==> config.mk <==
export PLATFORM = sky130hd
export DESIGN_NAME = bdcr_top
export DESIGN_NICKNAME = d
export VERILOG_FILES = /design/src/source/bdcr_pkg.sv /design/src/source/bdcr_wr_if.sv /design/src/source/bdcr_bus_port.sv /design/src/source/bdcr_reg.sv /design/src/source/bdcr_top.sv /design/src/source/lse_css_monitor.sv
export SDC_FILE = /design/constraint.sdc
export NUM_CORES = 1
export LEC_CHECK = 0
export BUFFER_PORTS_ARGS = -buffer_cell sky130_fd_sc_hd__buf_2
export CAP_MARGIN = 5
export CORE_MARGIN = 4
export CORE_UTILIZATION = 45
export DETAILED_ROUTE_END_ITERATION = 8
export PLACE_DENSITY = 0.71
export SETUP_SLACK_MARGIN = 0.5
export SLEW_MARGIN = 20
export SYNTH_ARGS = -nofsm -noshare
export SYNTH_HDL_FRONTEND = slang
export SYNTH_HIERARCHICAL = 1
export SYNTH_SLANG_ARGS = --single-unit
==> constraint.sdc <==
create_clock -name clk -period 5.23 [get_ports clk]
set_clock_uncertainty 0.1 [all_clocks]
set_input_delay 0.2615 -clock clk [delete_from_list [all_inputs] [get_ports clk]]
set_output_delay 0.2615 -clock clk [all_outputs]
set_load 0.01 [all_outputs]
==> src/source/bdcr_pkg.sv <==
/*
 * Shared constants for the backup-domain control register.
 * Field positions follow the 32-bit BDCR word layout.
 * Timing constants are in clk cycles or synchronized LSE edges.
 */
`default_nettype none

package bdcr_pkg;

  // register word address on the local bus
  localparam logic [3:0] bdcr_addr = 4'h0;

  // ----------------------------------------
  // field positions
  // ----------------------------------------
  localparam int bdrst_bit    = 16;
  localparam int rtcen_bit    = 15;
  localparam int rtcsel_lsb   = 8;
  localparam int lsecssd_bit  = 6;
  localparam int lsecsson_bit = 5;
  localparam int lsedrv_lsb   = 3;
  localparam int lsebyp_bit   = 2;
  localparam int lserdy_bit   = 1;
  localparam int lseon_bit    = 0;

  // bits that software can write, lsecssd and lserdy are status only
  localparam logic [31:0] bdcr_wr_mask = (32'h1 << bdrst_bit) | (32'h1 << rtcen_bit) |
                                         (32'h3 << rtcsel_lsb) | (32'h1 << lsecsson_bit) |
                                         (32'h3 << lsedrv_lsb) | (32'h1 << lsebyp_bit) |
                                         (32'h1 << lseon_bit);

  // ----------------------------------------
  // LSE monitor timing
  // ----------------------------------------
  localparam int lse_rdy_edges = 8;
  localparam int lse_byp_edges = 2;
  localparam int css_timeout   = 64;

  localparam int lse_cnt_w = $clog2(lse_rdy_edges + 1);
  localparam int css_cnt_w = $clog2(css_timeout);

  localparam logic [lse_cnt_w-1:0] rdy_cnt_full = lse_cnt_w'(lse_rdy_edges);
  localparam logic [lse_cnt_w-1:0] rdy_cnt_byp  = lse_cnt_w'(lse_byp_edges);
  localparam logic [css_cnt_w-1:0] css_cnt_last = css_cnt_w'(css_timeout - 1);

  // rtc clock source select
  typedef enum logic [1:0] {
    src_none = 2'd0,
    src_lse  = 2'd1,
    src_lsi  = 2'd2,
    src_hse  = 2'd3
  } rtc_src_e;

  // oscillator monitor states
  typedef enum logic [1:0] {
    lse_off      = 2'd0,
    lse_starting = 2'd1,
    lse_ready    = 2'd2,
    lse_failed   = 2'd3
  } lse_state_e;

endpackage

`default_nettype wire

==> src/source/bdcr_wr_if.sv <==
/*
 * Write path between the bus port and the BDCR bank.
 * byte_wren bits are one-cycle strobes, wdata is valid with them.
 * cur returns the full register word for readback.
 */
`timescale 1ns/10ps
`default_nettype none

interface bdcr_wr_if;

  logic [2:0]  byte_wren;  // one strobe per byte 0..2
  logic [31:0] wdata;
  logic [31:0] cur;        // live register value

  // bus side
  modport producer (
    output byte_wren,
    output wdata,
    input  cur
  );

  // register bank side
  modport bank (
    input  byte_wren,
    input  wdata,
    output cur
  );

endinterface

`default_nettype wire

==> src/source/bdcr_bus_port.sv <==
/*
 * Register-bus front end for the BDCR.
 * No back-pressure, a transfer is accepted in every cycle.
 * Writes reach the bank one cycle late, be[3] is ignored.
 * Read data is registered and flagged by a one-cycle rvalid.
 */
`timescale 1ns/10ps
`default_nettype none

module bdcr_bus_port (
  input  wire logic        clk,
  input  wire logic        rst,
  input  wire logic        sel,
  input  wire logic        wr,
  input  wire logic [3:0]  addr,
  input  wire logic [3:0]  be,
  input  wire logic [31:0] wdata,
  output      logic [31:0] rdata,
  output      logic        rvalid,
  bdcr_wr_if.producer      bus
);

  logic addr_hit;
  logic wr_hit;
  logic rd_hit;

  // ----------------------------------------
  // decode
  // ----------------------------------------
  assign addr_hit = sel && (addr == bdcr_pkg::bdcr_addr);
  assign wr_hit   = addr_hit && wr;
  assign rd_hit   = addr_hit && !wr;

  // ----------------------------------------
  // write path
  // ----------------------------------------
  // strobes registered so the bank sees a clean one-cycle pulse
  always_ff @(posedge clk) begin
    if (rst) begin
      bus.byte_wren <= 3'b000;
    end else begin
      bus.byte_wren <= wr_hit ? be[2:0] : 3'b000;
    end
  end

  // write data held alongside the strobe
  // read-only and unused bits dropped here
  always_ff @(posedge clk) begin
    if (wr_hit) begin
      bus.wdata <= wdata & bdcr_pkg::bdcr_wr_mask;
    end
  end

  // ----------------------------------------
  // read path
  // ----------------------------------------
  always_ff @(posedge clk) begin
    if (rst) begin
      rvalid <= 1'b0;
    end else begin
      rvalid <= rd_hit;
    end
  end

  // snapshot of the word at the read edge
  always_ff @(posedge clk) begin
    if (rd_hit) begin
      rdata <= bus.cur;
    end
  end

endmodule

`default_nettype wire

==> src/source/bdcr_reg.sv <==
/*
 * BDCR register bank, all fields synchronous to clk.
 * rtcsel is write-once and lsecsson set-once, both reopened by lsecss_fail.
 * lsecssd is sticky until rst. bdrst holds the other writable fields at 0.
 */
`timescale 1ns/10ps
`default_nettype none

module bdcr_reg (
  input  wire logic           clk,
  input  wire logic           rst,
  bdcr_wr_if.bank             bus,
  input  wire logic           lserdy,
  input  wire logic           lsecss_fail,
  output      logic           bdrst,
  output      logic           rtcen,
  output bdcr_pkg::rtc_src_e  rtcsel,
  output      logic           lsecsson,
  output      logic [1:0]     lsedrv,
  output      logic           lsebyp,
  output      logic           lseon
);

  logic               bdrst_nxt;
  logic               rtcsel_lock;
  logic               rtcsel_en;
  bdcr_pkg::rtc_src_e rtcsel_nxt;
  logic               lsecsson_en;
  logic               lsecssd;

  // ----------------------------------------
  // byte 2, backup domain reset
  // ----------------------------------------
  // next value, so the clear lands on the same edge as the bdrst write
  assign bdrst_nxt = bus.byte_wren[2] ? bus.wdata[bdcr_pkg::bdrst_bit] : bdrst;

  always_ff @(posedge clk) begin
    if (rst) begin
      bdrst <= 1'b0;
    end else if (bus.byte_wren[2]) begin
      bdrst <= bus.wdata[bdcr_pkg::bdrst_bit];
    end
  end

  // ----------------------------------------
  // byte 1, rtcen and rtcsel
  // ----------------------------------------
  always_ff @(posedge clk) begin
    if (rst || bdrst_nxt) begin
      rtcen <= 1'b0;
    end else if (bus.byte_wren[1]) begin
      rtcen <= bus.wdata[bdcr_pkg::rtcen_bit];
    end
  end

  // open while unlocked, or in the css failure cycle
  assign rtcsel_en  = bus.byte_wren[1] && (!rtcsel_lock || lsecss_fail);
  assign rtcsel_nxt = rtcsel_en ?
                      bdcr_pkg::rtc_src_e'(bus.wdata[bdcr_pkg::rtcsel_lsb +: 2]) : rtcsel;

  always_ff @(posedge clk) begin
    if (rst || bdrst_nxt) begin
      rtcsel      <= bdcr_pkg::src_none;
      rtcsel_lock <= 1'b0;
    end else begin
      rtcsel <= rtcsel_nxt;
      // lock once a source is chosen
      if (bus.byte_wren[1] && (rtcsel_nxt != bdcr_pkg::src_none)) begin
        rtcsel_lock <= 1'b1;
      end else if (lsecss_fail) begin
        rtcsel_lock <= 1'b0;
      end
    end
  end

  // ----------------------------------------
  // byte 0, css control and status
  // ----------------------------------------
  // sticky failure flag, only rst clears it
  always_ff @(posedge clk) begin
    if (rst) begin
      lsecssd <= 1'b0;
    end else if (lsecss_fail) begin
      lsecssd <= 1'b1;
    end
  end

  // set-once, the bit is its own lock
  assign lsecsson_en = bus.byte_wren[0] && (!lsecsson || lsecss_fail);

  always_ff @(posedge clk) begin
    if (rst || bdrst_nxt) begin
      lsecsson <= 1'b0;
    end else if (lsecsson_en) begin
      lsecsson <= bus.wdata[bdcr_pkg::lsecsson_bit];
    end else if (lsecss_fail) begin
      lsecsson <= 1'b0;
    end
  end

  // ----------------------------------------
  // byte 0, plain oscillator controls
  // ----------------------------------------
  always_ff @(posedge clk) begin
    if (rst || bdrst_nxt) begin
      lsedrv <= 2'b00;
      lsebyp <= 1'b0;
      lseon  <= 1'b0;
    end else if (bus.byte_wren[0]) begin
      lsedrv <= bus.wdata[bdcr_pkg::lsedrv_lsb +: 2];
      lsebyp <= bus.wdata[bdcr_pkg::lsebyp_bit];
      lseon  <= bus.wdata[bdcr_pkg::lseon_bit];
    end
  end

  // ----------------------------------------
  // readback word
  // ----------------------------------------
  always_comb begin
    bus.cur                                    = 32'h0;
    bus.cur[bdcr_pkg::bdrst_bit]               = bdrst;
    bus.cur[bdcr_pkg::rtcen_bit]               = rtcen;
    bus.cur[bdcr_pkg::rtcsel_lsb +: 2]         = rtcsel;
    bus.cur[bdcr_pkg::lsecssd_bit]             = lsecssd;
    bus.cur[bdcr_pkg::lsecsson_bit]            = lsecsson;
    bus.cur[bdcr_pkg::lsedrv_lsb +: 2]         = lsedrv;
    bus.cur[bdcr_pkg::lsebyp_bit]              = lsebyp;
    bus.cur[bdcr_pkg::lserdy_bit]              = lserdy;  // live status from the monitor
    bus.cur[bdcr_pkg::lseon_bit]               = lseon;
  end

endmodule

`default_nettype wire

==> src/source/bdcr_top.sv <==
/*
 * BDCR subsystem top, bus port plus register bank plus LSE monitor.
 * lse_clk is asynchronous, everything else runs on clk.
 * Field outputs change two edges after a bus write.
 */
`timescale 1ns/10ps
`default_nettype none

module bdcr_top (
  input  wire logic          clk,
  input  wire logic          rst,
  input  wire logic          sel,
  input  wire logic          wr,
  input  wire logic [3:0]    addr,
  input  wire logic [3:0]    be,
  input  wire logic [31:0]   wdata,
  input  wire logic          lse_clk,
  output      logic [31:0]   rdata,
  output      logic          rvalid,
  output      logic          bdrst,
  output      logic          lseon,
  output      logic          lsebyp,
  output      logic [1:0]    lsedrv,
  output bdcr_pkg::rtc_src_e rtc_src,
  output      logic          rtc_clk_en
);

  // ----------------------------------------
  // internal links
  // ----------------------------------------
  logic rtcen;
  logic lsecsson;
  logic lserdy;
  logic lsecss_fail;

  bdcr_wr_if wr_if ();

  bdcr_bus_port u_bus_port (
    .clk    (clk),
    .rst    (rst),
    .sel    (sel),
    .wr     (wr),
    .addr   (addr),
    .be     (be),
    .wdata  (wdata),
    .rdata  (rdata),
    .rvalid (rvalid),
    .bus    (wr_if.producer)
  );

  bdcr_reg u_reg (
    .clk         (clk),
    .rst         (rst),
    .bus         (wr_if.bank),
    .lserdy      (lserdy),
    .lsecss_fail (lsecss_fail),
    .bdrst       (bdrst),
    .rtcen       (rtcen),
    .rtcsel      (rtc_src),
    .lsecsson    (lsecsson),
    .lsedrv      (lsedrv),
    .lsebyp      (lsebyp),
    .lseon       (lseon)
  );

  // monitor sees the live field values
  lse_css_monitor u_monitor (
    .clk         (clk),
    .rst         (rst),
    .lse_clk     (lse_clk),
    .lseon       (lseon),
    .lsebyp      (lsebyp),
    .lsecsson    (lsecsson),
    .rtcen       (rtcen),
    .rtcsel      (rtc_src),
    .lserdy      (lserdy),
    .lsecss_fail (lsecss_fail),
    .rtc_clk_en  (rtc_clk_en)
  );

endmodule

`default_nettype wire

==> src/source/lse_css_monitor.sv <==
/*
 * LSE ready detection and clock security watchdog.
 * lse_clk is asynchronous and must be much slower than clk.
 * Only rising edges after a two-flop synchronizer are counted.
 * A failure is latched until lseon is cleared.
 */
`timescale 1ns/10ps
`default_nettype none

module lse_css_monitor (
  input  wire logic          clk,
  input  wire logic          rst,
  input  wire logic          lse_clk,
  input  wire logic          lseon,
  input  wire logic          lsebyp,
  input  wire logic          lsecsson,
  input  wire logic          rtcen,
  input  wire bdcr_pkg::rtc_src_e rtcsel,
  output      logic          lserdy,
  output      logic          lsecss_fail,
  output      logic          rtc_clk_en
);

  logic                              lse_meta;
  logic                              lse_sync;
  logic                              lse_prev;
  logic                              lse_edge;
  bdcr_pkg::lse_state_e              state;
  logic [bdcr_pkg::lse_cnt_w-1:0]    edge_cnt;
  logic [bdcr_pkg::css_cnt_w-1:0]    wd_cnt;
  logic [bdcr_pkg::lse_cnt_w-1:0]    rdy_target;
  logic                              wd_expired;

  // ----------------------------------------
  // synchronizer and edge detect
  // ----------------------------------------
  always_ff @(posedge clk) begin
    if (rst) begin
      lse_meta <= 1'b0;
      lse_sync <= 1'b0;
      lse_prev <= 1'b0;
    end else begin
      lse_meta <= lse_clk;
      lse_sync <= lse_meta;
      lse_prev <= lse_sync;
    end
  end

  assign lse_edge = lse_sync && !lse_prev;

  // bypass clock is already clean, fewer edges needed
  assign rdy_target = lsebyp ? bdcr_pkg::rdy_cnt_byp : bdcr_pkg::rdy_cnt_full;
  assign wd_expired = !lse_edge && (wd_cnt == bdcr_pkg::css_cnt_last);

  // ----------------------------------------
  // monitor FSM
  // ----------------------------------------
  always_ff @(posedge clk) begin
    if (rst) begin
      state       <= bdcr_pkg::lse_off;
      edge_cnt    <= '0;
      wd_cnt      <= '0;
      lsecss_fail <= 1'b0;
    end else begin
      lsecss_fail <= 1'b0;
      if (!lseon) begin
        state    <= bdcr_pkg::lse_off;
        edge_cnt <= '0;
        wd_cnt   <= '0;
      end else begin
        case (state)
          bdcr_pkg::lse_off: begin
            state    <= bdcr_pkg::lse_starting;
            edge_cnt <= '0;
          end
          bdcr_pkg::lse_starting: begin
            if (lse_edge) begin
              if (edge_cnt + 1'b1 >= rdy_target) begin
                state  <= bdcr_pkg::lse_ready;
                wd_cnt <= '0;
              end else begin
                edge_cnt <= edge_cnt + 1'b1;
              end
            end
          end
          bdcr_pkg::lse_ready: begin
            // watchdog reloads on every edge
            if (lse_edge) begin
              wd_cnt <= '0;
            end else if (wd_expired) begin
              edge_cnt <= '0;
              wd_cnt   <= '0;
              if (lsecsson) begin
                state       <= bdcr_pkg::lse_failed;
                lsecss_fail <= 1'b1;  // single pulse on entry
              end else begin
                state <= bdcr_pkg::lse_starting;  // no css, just restart
              end
            end else begin
              wd_cnt <= wd_cnt + 1'b1;
            end
          end
          default: begin
            // failed holds until lseon drops
            state <= bdcr_pkg::lse_failed;
          end
        endcase
      end
    end
  end

  assign lserdy = (state == bdcr_pkg::lse_ready);

  // gate only applies when lse feeds the rtc
  assign rtc_clk_en = rtcen && ((rtcsel != bdcr_pkg::src_lse) || lserdy);

endmodule

`default_nettype wire

Yosys cells after proc, flatten, opt, wreduce, memory -nomap -nowiden
Cells that the tools add are included.
{ "totals": {"reg_bits": 51, "out_inout_bits": 41, "elab_cells": 90, "in_bits": 45} }
{ "op_classes": {"n_addsub": 2, "eq_ne": 9, "n_bitwise": 4, "n_lt_le_gt_ge": 1, "reduce_logical": 31, "muxes": 23} }
{ "ops": {"columns": ["operator", "n"], "rows": [
  ["6-bit two-way mux", 4],
  ["4-bit two-way mux", 5],
  ["2-bit two-way mux", 6],
  ["4-bit case mux with 3 select lines", 1],
  ["6-bit case mux with 2 select lines", 1],
  ["1-bit logical AND", 9],
  ["2-bit nonzero test", 4],
  ["6-bit by 1-bit adder with 6-bit output (second input constant)", 1],
  ["6-bit == test (second input constant)", 1],
  ["2-bit by 1-bit != test with 1-bit output (second input constant)", 3],
  ["2-bit != test (second input constant)", 3],
  ["2-bit case mux with 3 select lines", 1],
  ["1-bit logical NOT", 5],
  ["1-bit two-way mux", 5],
  ["5-bit AND reduction", 1],
  ["5-bit OR reduction", 1],
  ["4-bit by 1-bit adder with 4-bit output (second input constant)", 1],
  ["4-bit >= comparator", 1],
  ["4-bit logical NOT", 1],
  ["1-bit logical OR", 4],
  ["1-bit inverter", 4],
  ["4-bit AND reduction", 1],
  ["2-bit OR reduction", 2],
  ["3-bit AND reduction", 1],
  ["4 further kinds", 4]
]} }

Depth between registers and ports, before layout
Gate-level depths: netlist (run 1).
{ "logic_depth": {"word_depth": 7, "ltp_mapped": 7, "ltp_nobuf": 7} }

Modules after synthesis
The synthesis (run 1) kept the hierarchy.
{ "modules_own_cells": {"columns": ["mod", "seq_area_each_um2", "area_each_um2", "cells_per_inst", "instances"], "rows": [
  ["bdcr_bus_port", 1311.3, 1560.2, 81, 1],
  ["lse_css_monitor", 320.3, 885.8, 98, 1],
  ["bdcr_reg", 220.2, 673.1, 75, 1]
]} }

Worst setup path before layout (run 1)
OpenSTA, ideal clock, no wires.
{ "synth_timing": {"kind": "input -> register", "start": "input addr[1]", "end": "register u_bus_port.rdata[0], enable pin", "setup_slack_ns": 1.348, "setup_ns": 0.468, "t_arrival_ns": 3.314, "required_time_ns": 4.662, "path_buffers": 1, "path_stages": 3, "cell_sequence": "or4_1 > buf_2 > nor3b_1"} }
{ "synth_between": {"elab_chain_cells": 3} }
{ "synth_rtl": {"columns": ["element", "line", "text"], "rows": [
  ["start, declared", "bdcr_top.sv:14", "input wire logic [3:0] addr,"],
  ["4-bit logical NOT", "bdcr_bus_port.sv:30", "assign addr_hit = sel && (addr == bdcr_pkg::bdcr_addr);"],
  ["1-bit logical AND", "bdcr_bus_port.sv:30", null],
  ["1-bit logical AND", "bdcr_bus_port.sv:32", "assign rd_hit = addr_hit && !wr;"],
  ["named net u_bus_port.rd_hit", "bdcr_bus_port.sv:25", "logic rd_hit;"],
  ["end signal, assigned", "bdcr_bus_port.sv:68", "rdata <= bus.cur;"],
  ["end, declared", "bdcr_bus_port.sv:18", "output logic [31:0] rdata,"]
]} }
The timed path passes the listed nets, and every way through them passes these cells.
A chain may end at the register's enable or synchronous reset.

Final worst setup path (run 1)
{ "layout_timing": {"start": "register u_monitor/edge_cnt[0] (netlist name)", "end": "register u_monitor/wd_cnt[2] (netlist name)"} }
{ "layout_between": {"elab_chain_cells": 4} }
{ "layout_rtl": {"columns": ["element", "line", "text"], "rows": [
  ["start, declared", "lse_css_monitor.sv:29", "logic [bdcr_pkg::lse_cnt_w-1:0] edge_cnt;"],
  ["start signal, assigned", "lse_css_monitor.sv:82", "edge_cnt <= edge_cnt + 1'b1;"],
  ["4-bit by 1-bit adder with 4-bit output", "lse_css_monitor.sv:78", "if (edge_cnt + 1'b1 >= rdy_target) begin"],
  ["4-bit >= comparator", "lse_css_monitor.sv:78", null],
  ["2-bit by 1-bit != test with 1-bit output (no source line)", null, null],
  ["3-bit AND reduction (no source line)", null, null],
  ["end signal, assigned", "lse_css_monitor.sv:100", "wd_cnt <= wd_cnt + 1'b1;"],
  ["end, declared", "lse_css_monitor.sv:30", "logic [bdcr_pkg::css_cnt_w-1:0] wd_cnt;"]
]} }
Every way passes these cells.

==> results.md, run 1 <==
- Final Cycle Share: approximately two fifths
- Slowest stage delay, CP: 0.39 ns
- Outcome: finished, final reports clean
- Post-synthesis average cell area: approximately 13 um2
- Mapped Area: 2943 um2
- Reg2Reg Depth: 7
- Site row count: 29
- Io pins: 86
- Final count of negative-setup-slack endpoints: 0
- R2r endpoint: u_monitor/wd_cnt[2]$_SDFFE_PP0P_
- Diode count: 0
- Number of max-cap violations: 0
- Hold Path Class: in2reg
- Clock sink count: 72
- Critical path arrival: around 2.3 ns
- Critical path class: reg2reg
- Worst VDD drop: approximately 0.2 mV
- H-tree depth: 3
- Slowest CP cell: o311ai_4
- Reg2Reg Setup Slack: 3.07 ns
- Crit path capture: u_monitor/wd_cnt[2]$_SDFFE_PP0P_
- Top delay family on crit path: compound AO/OA/AOI/OAI gates
- RSZ-0062 raised after global routing: false
- DRT iter0 DRCs: 151
- Clock Pin Slew Worst Setup and Hold Paths: approximately 0.070 ns
- Root buffer cell: clkbuf_8
- CP Cell Sequence: ha_1 > inv_1 > ha_1 > and2_1 > o311ai_4 > o21ai_2 > a311oi_2
- Post-Layout Cell Count: between 300 and 400
- Total track usage: between 10% and 20%
- RR Startpoint: u_monitor/edge_cnt[0]$_SDFFE_PP0P_
- DP HPWL: between 3000 and 4000 um
- Router iterations before antenna repair: 4
- Chip Height: 88.87 um
- Data required, critical path: approximately 5.4 ns
- # placed instances: 352
- CTS resizes: 0
- Core area: around 6300 um2
- TritonCTS clock tree: yes
- Total power: roughly 1.1 mW
- Later-pin clock latency in the skew report: approximately 0.33 ns
- Initial antenna violation count: 0
- RePlAce Congestion: approximately 0.84
- Synth warnings: 6
- PwrDens: between 300 and 400 nW/um2
- First-pass GRT wire length: roughly 8000 um
- Worst Setup End Kind: register
- Vias in the first global route: approximately 1700
- Layout cell share with drive strength beyond 1: 31.10%
- Synth-to-Final Area Change: 16.58%
- Post-route setup TNS: 0 ns
- WP buf/inv: 1
- CTS Buffer Depth: 2
- Die W: slightly below 90 um
- Num CTS Buffers: 9
- Remaining Overflow, GRT: 0
- DRT Wirelength: around 5000 um
- Final net count: 343
- # fillers: 543
- Fmax: between 400 and 500 MHz
- Vias: roughly 1800
- Worst-path fanout max: 5
- Multi-input gate area: 858.3 um2
- Tmin final: between 2 and 2.5 ns
- Post-route ant nets: 0
- Worst setup SP type: register
- Crit path depth: 7
- Register area: ~1900 um2
- Post-Place Worst Slack: roughly 2.8 ns
- Hold slack final: about 0.016 ns
- Final WS setup: a little over 3 ns
- Die area: about 8000 um2
- Pin count of the biggest net entering global routing: 28
- Leak Pwr: around 1.3 nW
- DR DRC count: 0
- Avg WL per Cell: between 10 and 15 um
- Worst slew pin tran: 0.7876 ns
- Via density: 4.734
- Starting density of the core: 46.34%
- Number of buffers inserted by port buffering: 61
- Critical Path Start: u_monitor/edge_cnt[0]$_SDFFE_PP0P_
- Syn Inst Count: 230
- Fin. max-slew vios: 0
- Most frequent CP cell: ha_1
- Final Hold Violating Endpoints: 0
- Max-slew headroom: between 40 and 50%
[registers in the layout, summed over array words and instances, names as in the netlist, 2 cells and up]
signal and count:
u_bus_port/bus.byte_wren 3, u_bus_port/bus.wdata 9, u_bus_port/rdata 32, u_monitor/edge_cnt 4, u_monitor/state 2, u_monitor/wd_cnt 6
u_reg/lsedrv 2, u_reg/rtcsel 2
[what timing repair did]
item | 4_1_cts | 5_1_grt
hold buffers | 8 | 0
setup buffers | 0 | 0
endpoints found under the hold margin | 8 | 0
[worst register-to-register path: cells and delay by family (launching register included)]
kind | cells | cell delay [ns]
adder cells (fa/ha/maj) | 2 | 0.59
AO/OA/AOI/OAI | 3 | 0.79
AND/OR/NAND/NOR | 1 | 0.20
buffers and inverters | 1 | 0.05
flip-flops | 1 | 0.35
[per-stage QoR]
step | cell area (um2) | util [%]
after floorplan | 3018 | -
after global placement | 3157 | 49.71
after detailed placement | 3157 | 49.71
after CTS | 3431 | 54.03
after global routing | 3431 | 54.03
final | 3431 | 54.03
[worst min-delay path by stage]
stage | startpoint | to | slack (ns) | cells past startpoint
final | wdata[5] | u_bus_port/bus.wdata[5]$_DFFE_PP_ | 0.02 | 1
after global routing | wdata[5] | u_bus_port/bus.wdata[5]$_DFFE_PP_ | 0.002 | 1
after CTS | wdata[5] | u_bus_port/bus.wdata[5]$_DFFE_PP_ | 0.004 | 1
after detailed placement | u_monitor/lse_meta$_SDFF_PP0_ | u_monitor/lse_sync$_SDFF_PP0_ | 0.32 | 1
after global placement | u_reg/lsecssd$_SDFFE_PP0P_ | u_bus_port/rdata[6]$_DFFE_PP_ | 0.32 | 0
after floorplan | wr | u_bus_port/rvalid$_SDFF_PP0_ | 0.23 | 1
[cells in the final DEF, fill, tap and decap left out, types with 5 or more instances in the layout]
cell type	instances
edfxtp_1	41
nand2b_1	7
inv_1	10
buf_2	61
mux2i_1	8
conb_1	21
nor2_2	6
dlygate4sd3_1	8
nor2b_1	5
nand3_1	7
a21oi_1	6
dfxtp_1	31
clkbuf_8	9
nor2_1	8
nand2_1	10
[where the power goes]
group | internal [mW] | switching [mW]
combinational | 0.0132 | 0.0140
clock | 0.220 | 0.208
sequential | 0.600 | 0.00134
[layer usage]
metal / GRT usage (%) / up-vias / share of wire [%]
met1: 18.13 / 807 / 45
li1: - / 901 / -
met3: 3.445 / 7 / 8.7
met4: 7.418 / 0 / 2.2
met2: 20.85 / 65 / 44
met5: 0 / - / 0
[final cells by class]
class	instances	area share, %
tap	77	2.808
clock buffer	9	3.611
clock inverter	7	2.042
sequential	72	53.98
inverter	10	1.094
timing repair buffer	70	11.45
multi-input combinational	131	25.02
No activity file was read; power rests on OpenSTA's default activity.
==> run 2: changes to the inputs <==
--- a/config.mk
+++ b/config.mk
@@ -10,7 +10,7 @@
 export CORE_MARGIN = 4
 export CORE_UTILIZATION = 45
 export DETAILED_ROUTE_END_ITERATION = 8
-export PLACE_DENSITY = 0.71
+export PLACE_DENSITY = 0.74
 export SETUP_SLACK_MARGIN = 0.5
 export SLEW_MARGIN = 20
 export SYNTH_ARGS = -nofsm -noshare
==> constraint.sdc (replaced) <==
create_clock -name clk -period 1.9 [get_ports clk]
set_clock_uncertainty 0.1 [all_clocks]
set_input_delay 0.095 -clock clk [delete_from_list [all_inputs] [get_ports clk]]
set_output_delay 0.095 -clock clk [all_outputs]
set_load 0.01 [all_outputs]
==> run 2 against run 1 <==
Effect of this change: the run now ends with negative hold slack left; clock power rose to 2.5 times the previous value; count of clock-buffer cells in the layout is 2 higher; core utilization grew 4.6 points; routed wire length grew 9.1%; first-iteration DRC count up 12%; sequential share of layout area is 3.8 points lower; critical endpoint is now u_monitor/edge_cnt[2]$_SDFFE_PP0P_.
==> results.md, run 2 (synthesis gave the netlist of run 1 again) <==
- Remaining Overflow, GRT: 0
- Root buffer cell: clkbuf_8
- PwrDens: approximately 760 nW/um2
- Clock sink count: 72
- # placed instances: between 300 and 400
- Clock Pin Slew Worst Setup and Hold Paths: 0.07 ns
- Number of max-cap violations: 0
- CP Cell Sequence: ha_4 > inv_2 > ha_4 > and2_4 > o31ai_4 > a2bb2oi_4 > a32o_1
- Commonest non-fill, non-tap cells in the layout: buf_2, edfxtp_1, dfxtp_1, conb_1, dlygate4sd3_1
- Outcome: complete, but fails checks
- Die area: 7897 um2
- Seq pwr share: approximately three fifths
- Power Internal: approximately 2.2 mW
- Die W: between 80 and 90 um
- Avg WL per Cell: between 10 and 15 um
- Hold Path Class: in2reg
- Layout cell share with drive strength beyond 1: 38.05%
- Data required, critical path: around 2.0 ns
- CTS Buffer Depth: 2
- Synth-to-Final Area Change: 26.53%
- Via density: roughly 4.7
- Final Cycle Share: ~99%
- Site row count: 29
- Final count of negative-setup-slack endpoints: 0
- Diode count: 0
- Max layer used: met4
- Most frequent CP cell: ha_4
- Fin. max-slew vios: 0
- Post-Layout Cell Count: 395
- Worst Setup End Kind: register
- WP buf/inv: 1
- H-tree depth: 3
- Worst slew pin tran: ~0.53 ns
- Post-CTS Hold Buffers: 19
- Post-route ant nets: 0
- DRT iter0 DRCs: about 170
- Slowest CP cell: dfxtp_4
- Final net count: 362
- DRT Wirelength: 5352 um
- Number of buffers inserted by port buffering: 61
- Top Registers: u_bus_port/rdata (32), u_bus_port/bus.wdata (9), u_monitor/wd_cnt (6)
- Commonest non-fill, non-tap cell in the layout: buf_2
- Core area: between 6000 and 7000 um2
- Multi-input gate area: 965.9 um2
- TritonCTS clock tree: yes
- Total power: 2.817 mW
- Initial antenna violation count: 0
- Max FFs per register: 32
- DR DRC count: 0
- Worst VDD drop: 0.5071 mV
- Vias in the first global route: 1837
- Critical path arrival: 2.01 ns
- Clock power frac: roughly 38%
- Post-route setup TNS: 0 ns
- Slowest stage delay, CP: between 0.3 and 0.4 ns
- Vias: 1853
- Io pins: 86
- # fillers: 505
- Hold slack final: -0.004047 ns
- Tmin final: 1.878 ns
- Sw Pwr: 0.6087 mW
- Final Hold Violating Endpoints: 3
- Fmax: ~530 MHz
- Worst-path fanout max: 3
- Later-pin clock latency in the skew report: between 0.3 and 0.4 ns
- Largest reg by FF count: u_bus_port/rdata
- Met3 WL post-DR: ~350 um
- Total track usage: 15.02%
- RSZ-0062 raised after global routing: true
- Failing checks: negative hold slack
- Leak Pwr: about 1.4 nW
- First-pass GRT wire length: 8700 um
- Pin count of the biggest net entering global routing: 31
- Logic pwr share: under 10%
- Worst setup SP type: register
- Register area: around 1900 um2
- Met2 WL: approximately 2600 um
- Num CTS Buffers: 9
- Met1 WL: about 2300 um
- DP HPWL: around 3500 um
- Sw Ratio: a little over a fifth
- Chip Height: between 80 and 90 um
- Critical path class: reg2reg
- Max-slew headroom: between 60% and 70%
- Starting density of the core: 46.34%
- Top delay family on crit path: compound AO/OA/AOI/OAI gates
- Router iterations before antenna repair: 4
- RePlAce Congestion: around 0.76
[run 2: changes by cell type in the layout (fill, tap and decap cells not counted), sizes merged]
cell / change
dlygate4sd3: +10
buf: +8
clkbuf: +2
inv: -2
bufinv: -1
clkinv: +1
dlymetal6s4s: +1
[run 2: path summary, 6_finish.rpt]
path / start / to / slack, ns / cells past startpoint
max: u_monitor/edge_cnt[1]$_SDFFE_PP0P_ / u_monitor/edge_cnt[2]$_SDFFE_PP0P_ / 0.02 / 7
min: addr[2] / u_bus_port/bus.byte_wren[0]$_SDFF_PP0_ / -0.004 / 3
max reg2reg: u_monitor/edge_cnt[1]$_SDFFE_PP0P_ / u_monitor/edge_cnt[2]$_SDFFE_PP0P_ / 0.02 / 7
min reg2reg: u_monitor/lse_meta$_SDFF_PP0_ / u_monitor/lse_sync$_SDFF_PP0_ / 0.34 / 1
[run 2: layout make-up]
class,instances,area share [%]
sequential,72,50.13
multi-input combinational,131,25.94
timing repair buffer,89,15.63
clock buffer,11,3.797
tap,77,2.587
inverter,10,1.008
clock inverter,5,0.9073
[run 2: routing by layer]
layer | global-route usage, % | vias to the layer above
met3 | 3.445 | 9
met4 | 9.066 | 0
li1 | - | 944
met1 | 18.49 | 836
met5 | 0 | -
met2 | 23.95 | 64
[run 2: power by group through the flow]
stage,clock network (mW),logic [mW],registers [mW]
after floorplan,0,0.0594,1.70
after global placement,0,0.0650,1.69
after detailed placement,0,0.0655,1.69
after CTS,1.10,0.0943,1.65
after global routing,1.17,0.109,1.65
final,1.07,0.0969,1.65
[run 2: stage by stage]
stage	utilization [%]	setup slack, ns	instance area [um2]
finish	58.64	0.02244	3724
CTS	58.15	0.02726	3692
detailed placement	51.45	-0.02617	3267
global placement	51.45	0.00009215	3267
floorplan	-	-0.2399	3089
global route	58.64	-0.03169	3724
[run 2: worst register-to-register path: cells and delay by family, from the launching register on]
family	cells	cell delay [ns]
AO/OA/AOI/OAI	3	0.65
flip-flops	1	0.36
adder cells (fa/ha/maj)	2	0.47
buffers and inverters	1	0.04
AND/OR/NAND/NOR	1	0.15
[run 2: what timing repair did]
item / 4_1_cts / 5_1_grt
endpoints found under the hold margin: 18 / 3
gates resized for setup: 11 / 7
setup endpoints to repair: 13 / 15
pin swaps: 11 / 5
setup buffers: 3 / 0
==> run 3: changes to the inputs <==
--- a/config.mk
+++ b/config.mk
@@ -5,6 +5,7 @@
 export SDC_FILE = /design/constraint.sdc
 export NUM_CORES = 1
 export LEC_CHECK = 0
+export ABC_AREA = 1
 export BUFFER_PORTS_ARGS = -buffer_cell sky130_fd_sc_hd__buf_2
 export CAP_MARGIN = 5
 export CORE_MARGIN = 4
==> run 3 against run 2 <==
Effect of this change: the flow now finishes without violations; sequential power about the same; final area up 4.6%; core utilization up 2.0 points; via count up 9.1%; fmax up 6.4%; combinational power up 2%; register-to-register slack better by 0.11 ns; clock power up 40%; worst setup slack better by 0.11 ns; synthesized cell count up 19%; critical endpoint is now u_monitor/wd_cnt[1]$_SDFFE_PP0P_; sequential share of layout area down 2.4 points; sequential cell count unchanged.
==> results.md, run 3 <==
- Total track usage: roughly 15%
- Num CTS Buffers: 9
- Avg WL per Cell: around 13 um
- PwrDens: ~840 nW/um2
- Final count of negative-setup-slack endpoints: 0
- Commonest non-fill, non-tap cell in the layout: buf_2
- Via density: around 4.6
- Hold Path Class: in2reg
- Vias in the first global route: around 2000
- Final WS setup: 0.1361 ns
- Mapped Area: between 3000 and 4000 um2
- Synth warnings: 6
- Later-pin clock latency in the skew report: approximately 0.34 ns
- Clock Pin Slew Worst Setup and Hold Paths: approximately 0.080 ns
- Final Hold Violating Endpoints: 0
- Final Util: between 60 and 70%
- Largest reg by FF count: u_bus_port/rdata
- RSZ-0062 raised after global routing: true
- Starting density of the core: 46.72%
- # fillers: around 510
- Clock sink count: 72
- Critical path arrival: 1.94 ns
- DR DRC count: 0
- Worst Setup End Kind: register
- DP HPWL: 3574 um
- Root buffer cell: clkbuf_8
- Io pins: 86
- Final net count: around 410
- Post-synthesis average cell area: 10.99 um2
- Remaining Overflow, GRT: 0
- Worst-path fanout max: 6
- Number of max-cap violations: 0
- Chip Height: about 90 um
- DRT iter0 DRCs: 76
- Top Registers: u_bus_port/rdata (32), u_bus_port/bus.wdata (9), u_monitor/wd_cnt (6)
- Outcome: finished, final reports clean
- TritonCTS clock tree: yes
- Layout cell share with drive strength beyond 1: 39.24%
- Core area: 6422 um2
- Vias: 2021
- CTS Buffer Depth: 2
- Critical path class: reg2reg
- Register area: 1861 um2
- Multi-input gate area: ~970 um2
- Die W: between 80 and 90 um
- Post-route setup TNS: 0 ns
- Leak Pwr: roughly 1.6 nW
- Pin count of the biggest net entering global routing: 29
- Number of buffers inserted by port buffering: 61
- Final Cycle Share: a little over 90%
- Post-route ant nets: 0
- Max FFs per register: 32
- RePlAce Congestion: 0.7677
- DRT Wirelength: between 5000 and 6000 um
- Diode count: 0
- Synth-to-Final Area Change: 29.77%
- Worst VDD drop: ~0.81 mV
- Tmin final: about 1.8 ns
- Data required, critical path: between 2 and 2.5 ns
- Commonest non-fill, non-tap cells in the layout: buf_2, edfxtp_1, nand2_1, dfxtp_1, inv_1
- Worst setup SP type: register
- First-pass GRT wire length: 9294 um
- H-tree depth: 3
- Fin. max-slew vios: 0
- Initial antenna violation count: 0
- Post-Place Worst Slack: about 0.12 ns
- Fmax: about 570 MHz
- Hold slack final: around 0.036 ns
- Site row count: 29
- Router iterations before antenna repair: 4
- Syn Inst Count: between 200 and 300
- Die area: between 8000 and 9000 um2
[run 3: final cells by class]
| class | instances | area share [%] |
|---|---|---|
| flip-flops and latches | 72 | 47.78 |
| multi-input cells | 156 | 25.00 |
| repair buffers | 89 | 14.91 |
| clock buffers | 10 | 3.535 |
| inverters | 34 | 3.342 |
| clock inverters | 6 | 2.956 |
| well taps | 77 | 2.474 |
[run 3: layer usage]
layer  global-route usage [%]  vias up  wire (um)
met4                    8.390        0        128
met2                    26.20       61       2728
li1                         -     1026          -
met5                        0        -          0
met3                    3.650       12        355
met1                    18.07      922       2438
[run 3: worst paths after layout]
path / start / end / slack [ns] / cells past startpoint
max: u_monitor/edge_cnt[0]$_SDFFE_PP0P_ / u_monitor/wd_cnt[1]$_SDFFE_PP0P_ / 0.14 / 10
min: wr / u_bus_port/rdata[4]$_DFFE_PP_ / 0.04 / 2
max reg2reg: u_monitor/edge_cnt[0]$_SDFFE_PP0P_ / u_monitor/wd_cnt[1]$_SDFFE_PP0P_ / 0.14 / 10
min reg2reg: u_monitor/lse_meta$_SDFF_PP0_ / u_monitor/lse_sync$_SDFF_PP0_ / 0.31 / 2
[run 3: timing repair]
action,4_1_cts,5_1_grt
gates cloned,1,0
hold buffers,21,0
resized for setup,10,5
endpoints found under the setup margin,13,13
endpoints found under the hold margin,17,0
setup buffers,2,1
pin swaps,5,4
[run 3: per-stage QoR]
stage          std cells  cell area, um2  total power, mW
6_report             444            3894            3.254
5_1_grt              444            3894            3.349
4_1_cts              443            3867            3.280
3_5_place_dp         403            3354            1.761
3_3_place_gp         403            3354            1.760
2_1_floorplan        293            3151            1.753
[run 3: critical path, stage by stage (launching register included)]
cell and delay (ns):
dfxtp_4 0.37, ha_4 0.27, inv_2 0.04, ha_4 0.21, a21boi_2 0.11, nand2_1 0.08, nand2_2 0.11, nand3_2 0.11
nand2_4 0.12, nand2_1 0.07, a21oi_1 0.11
[run 3: report_power, final]
group / switching (mW) / internal, mW / leakage, nW
sequential: 0.00387 / 1.65 / 0.609
clock: 0.587 / 0.915 / 0.123
combinational: 0.0484 / 0.0503 / 0.863
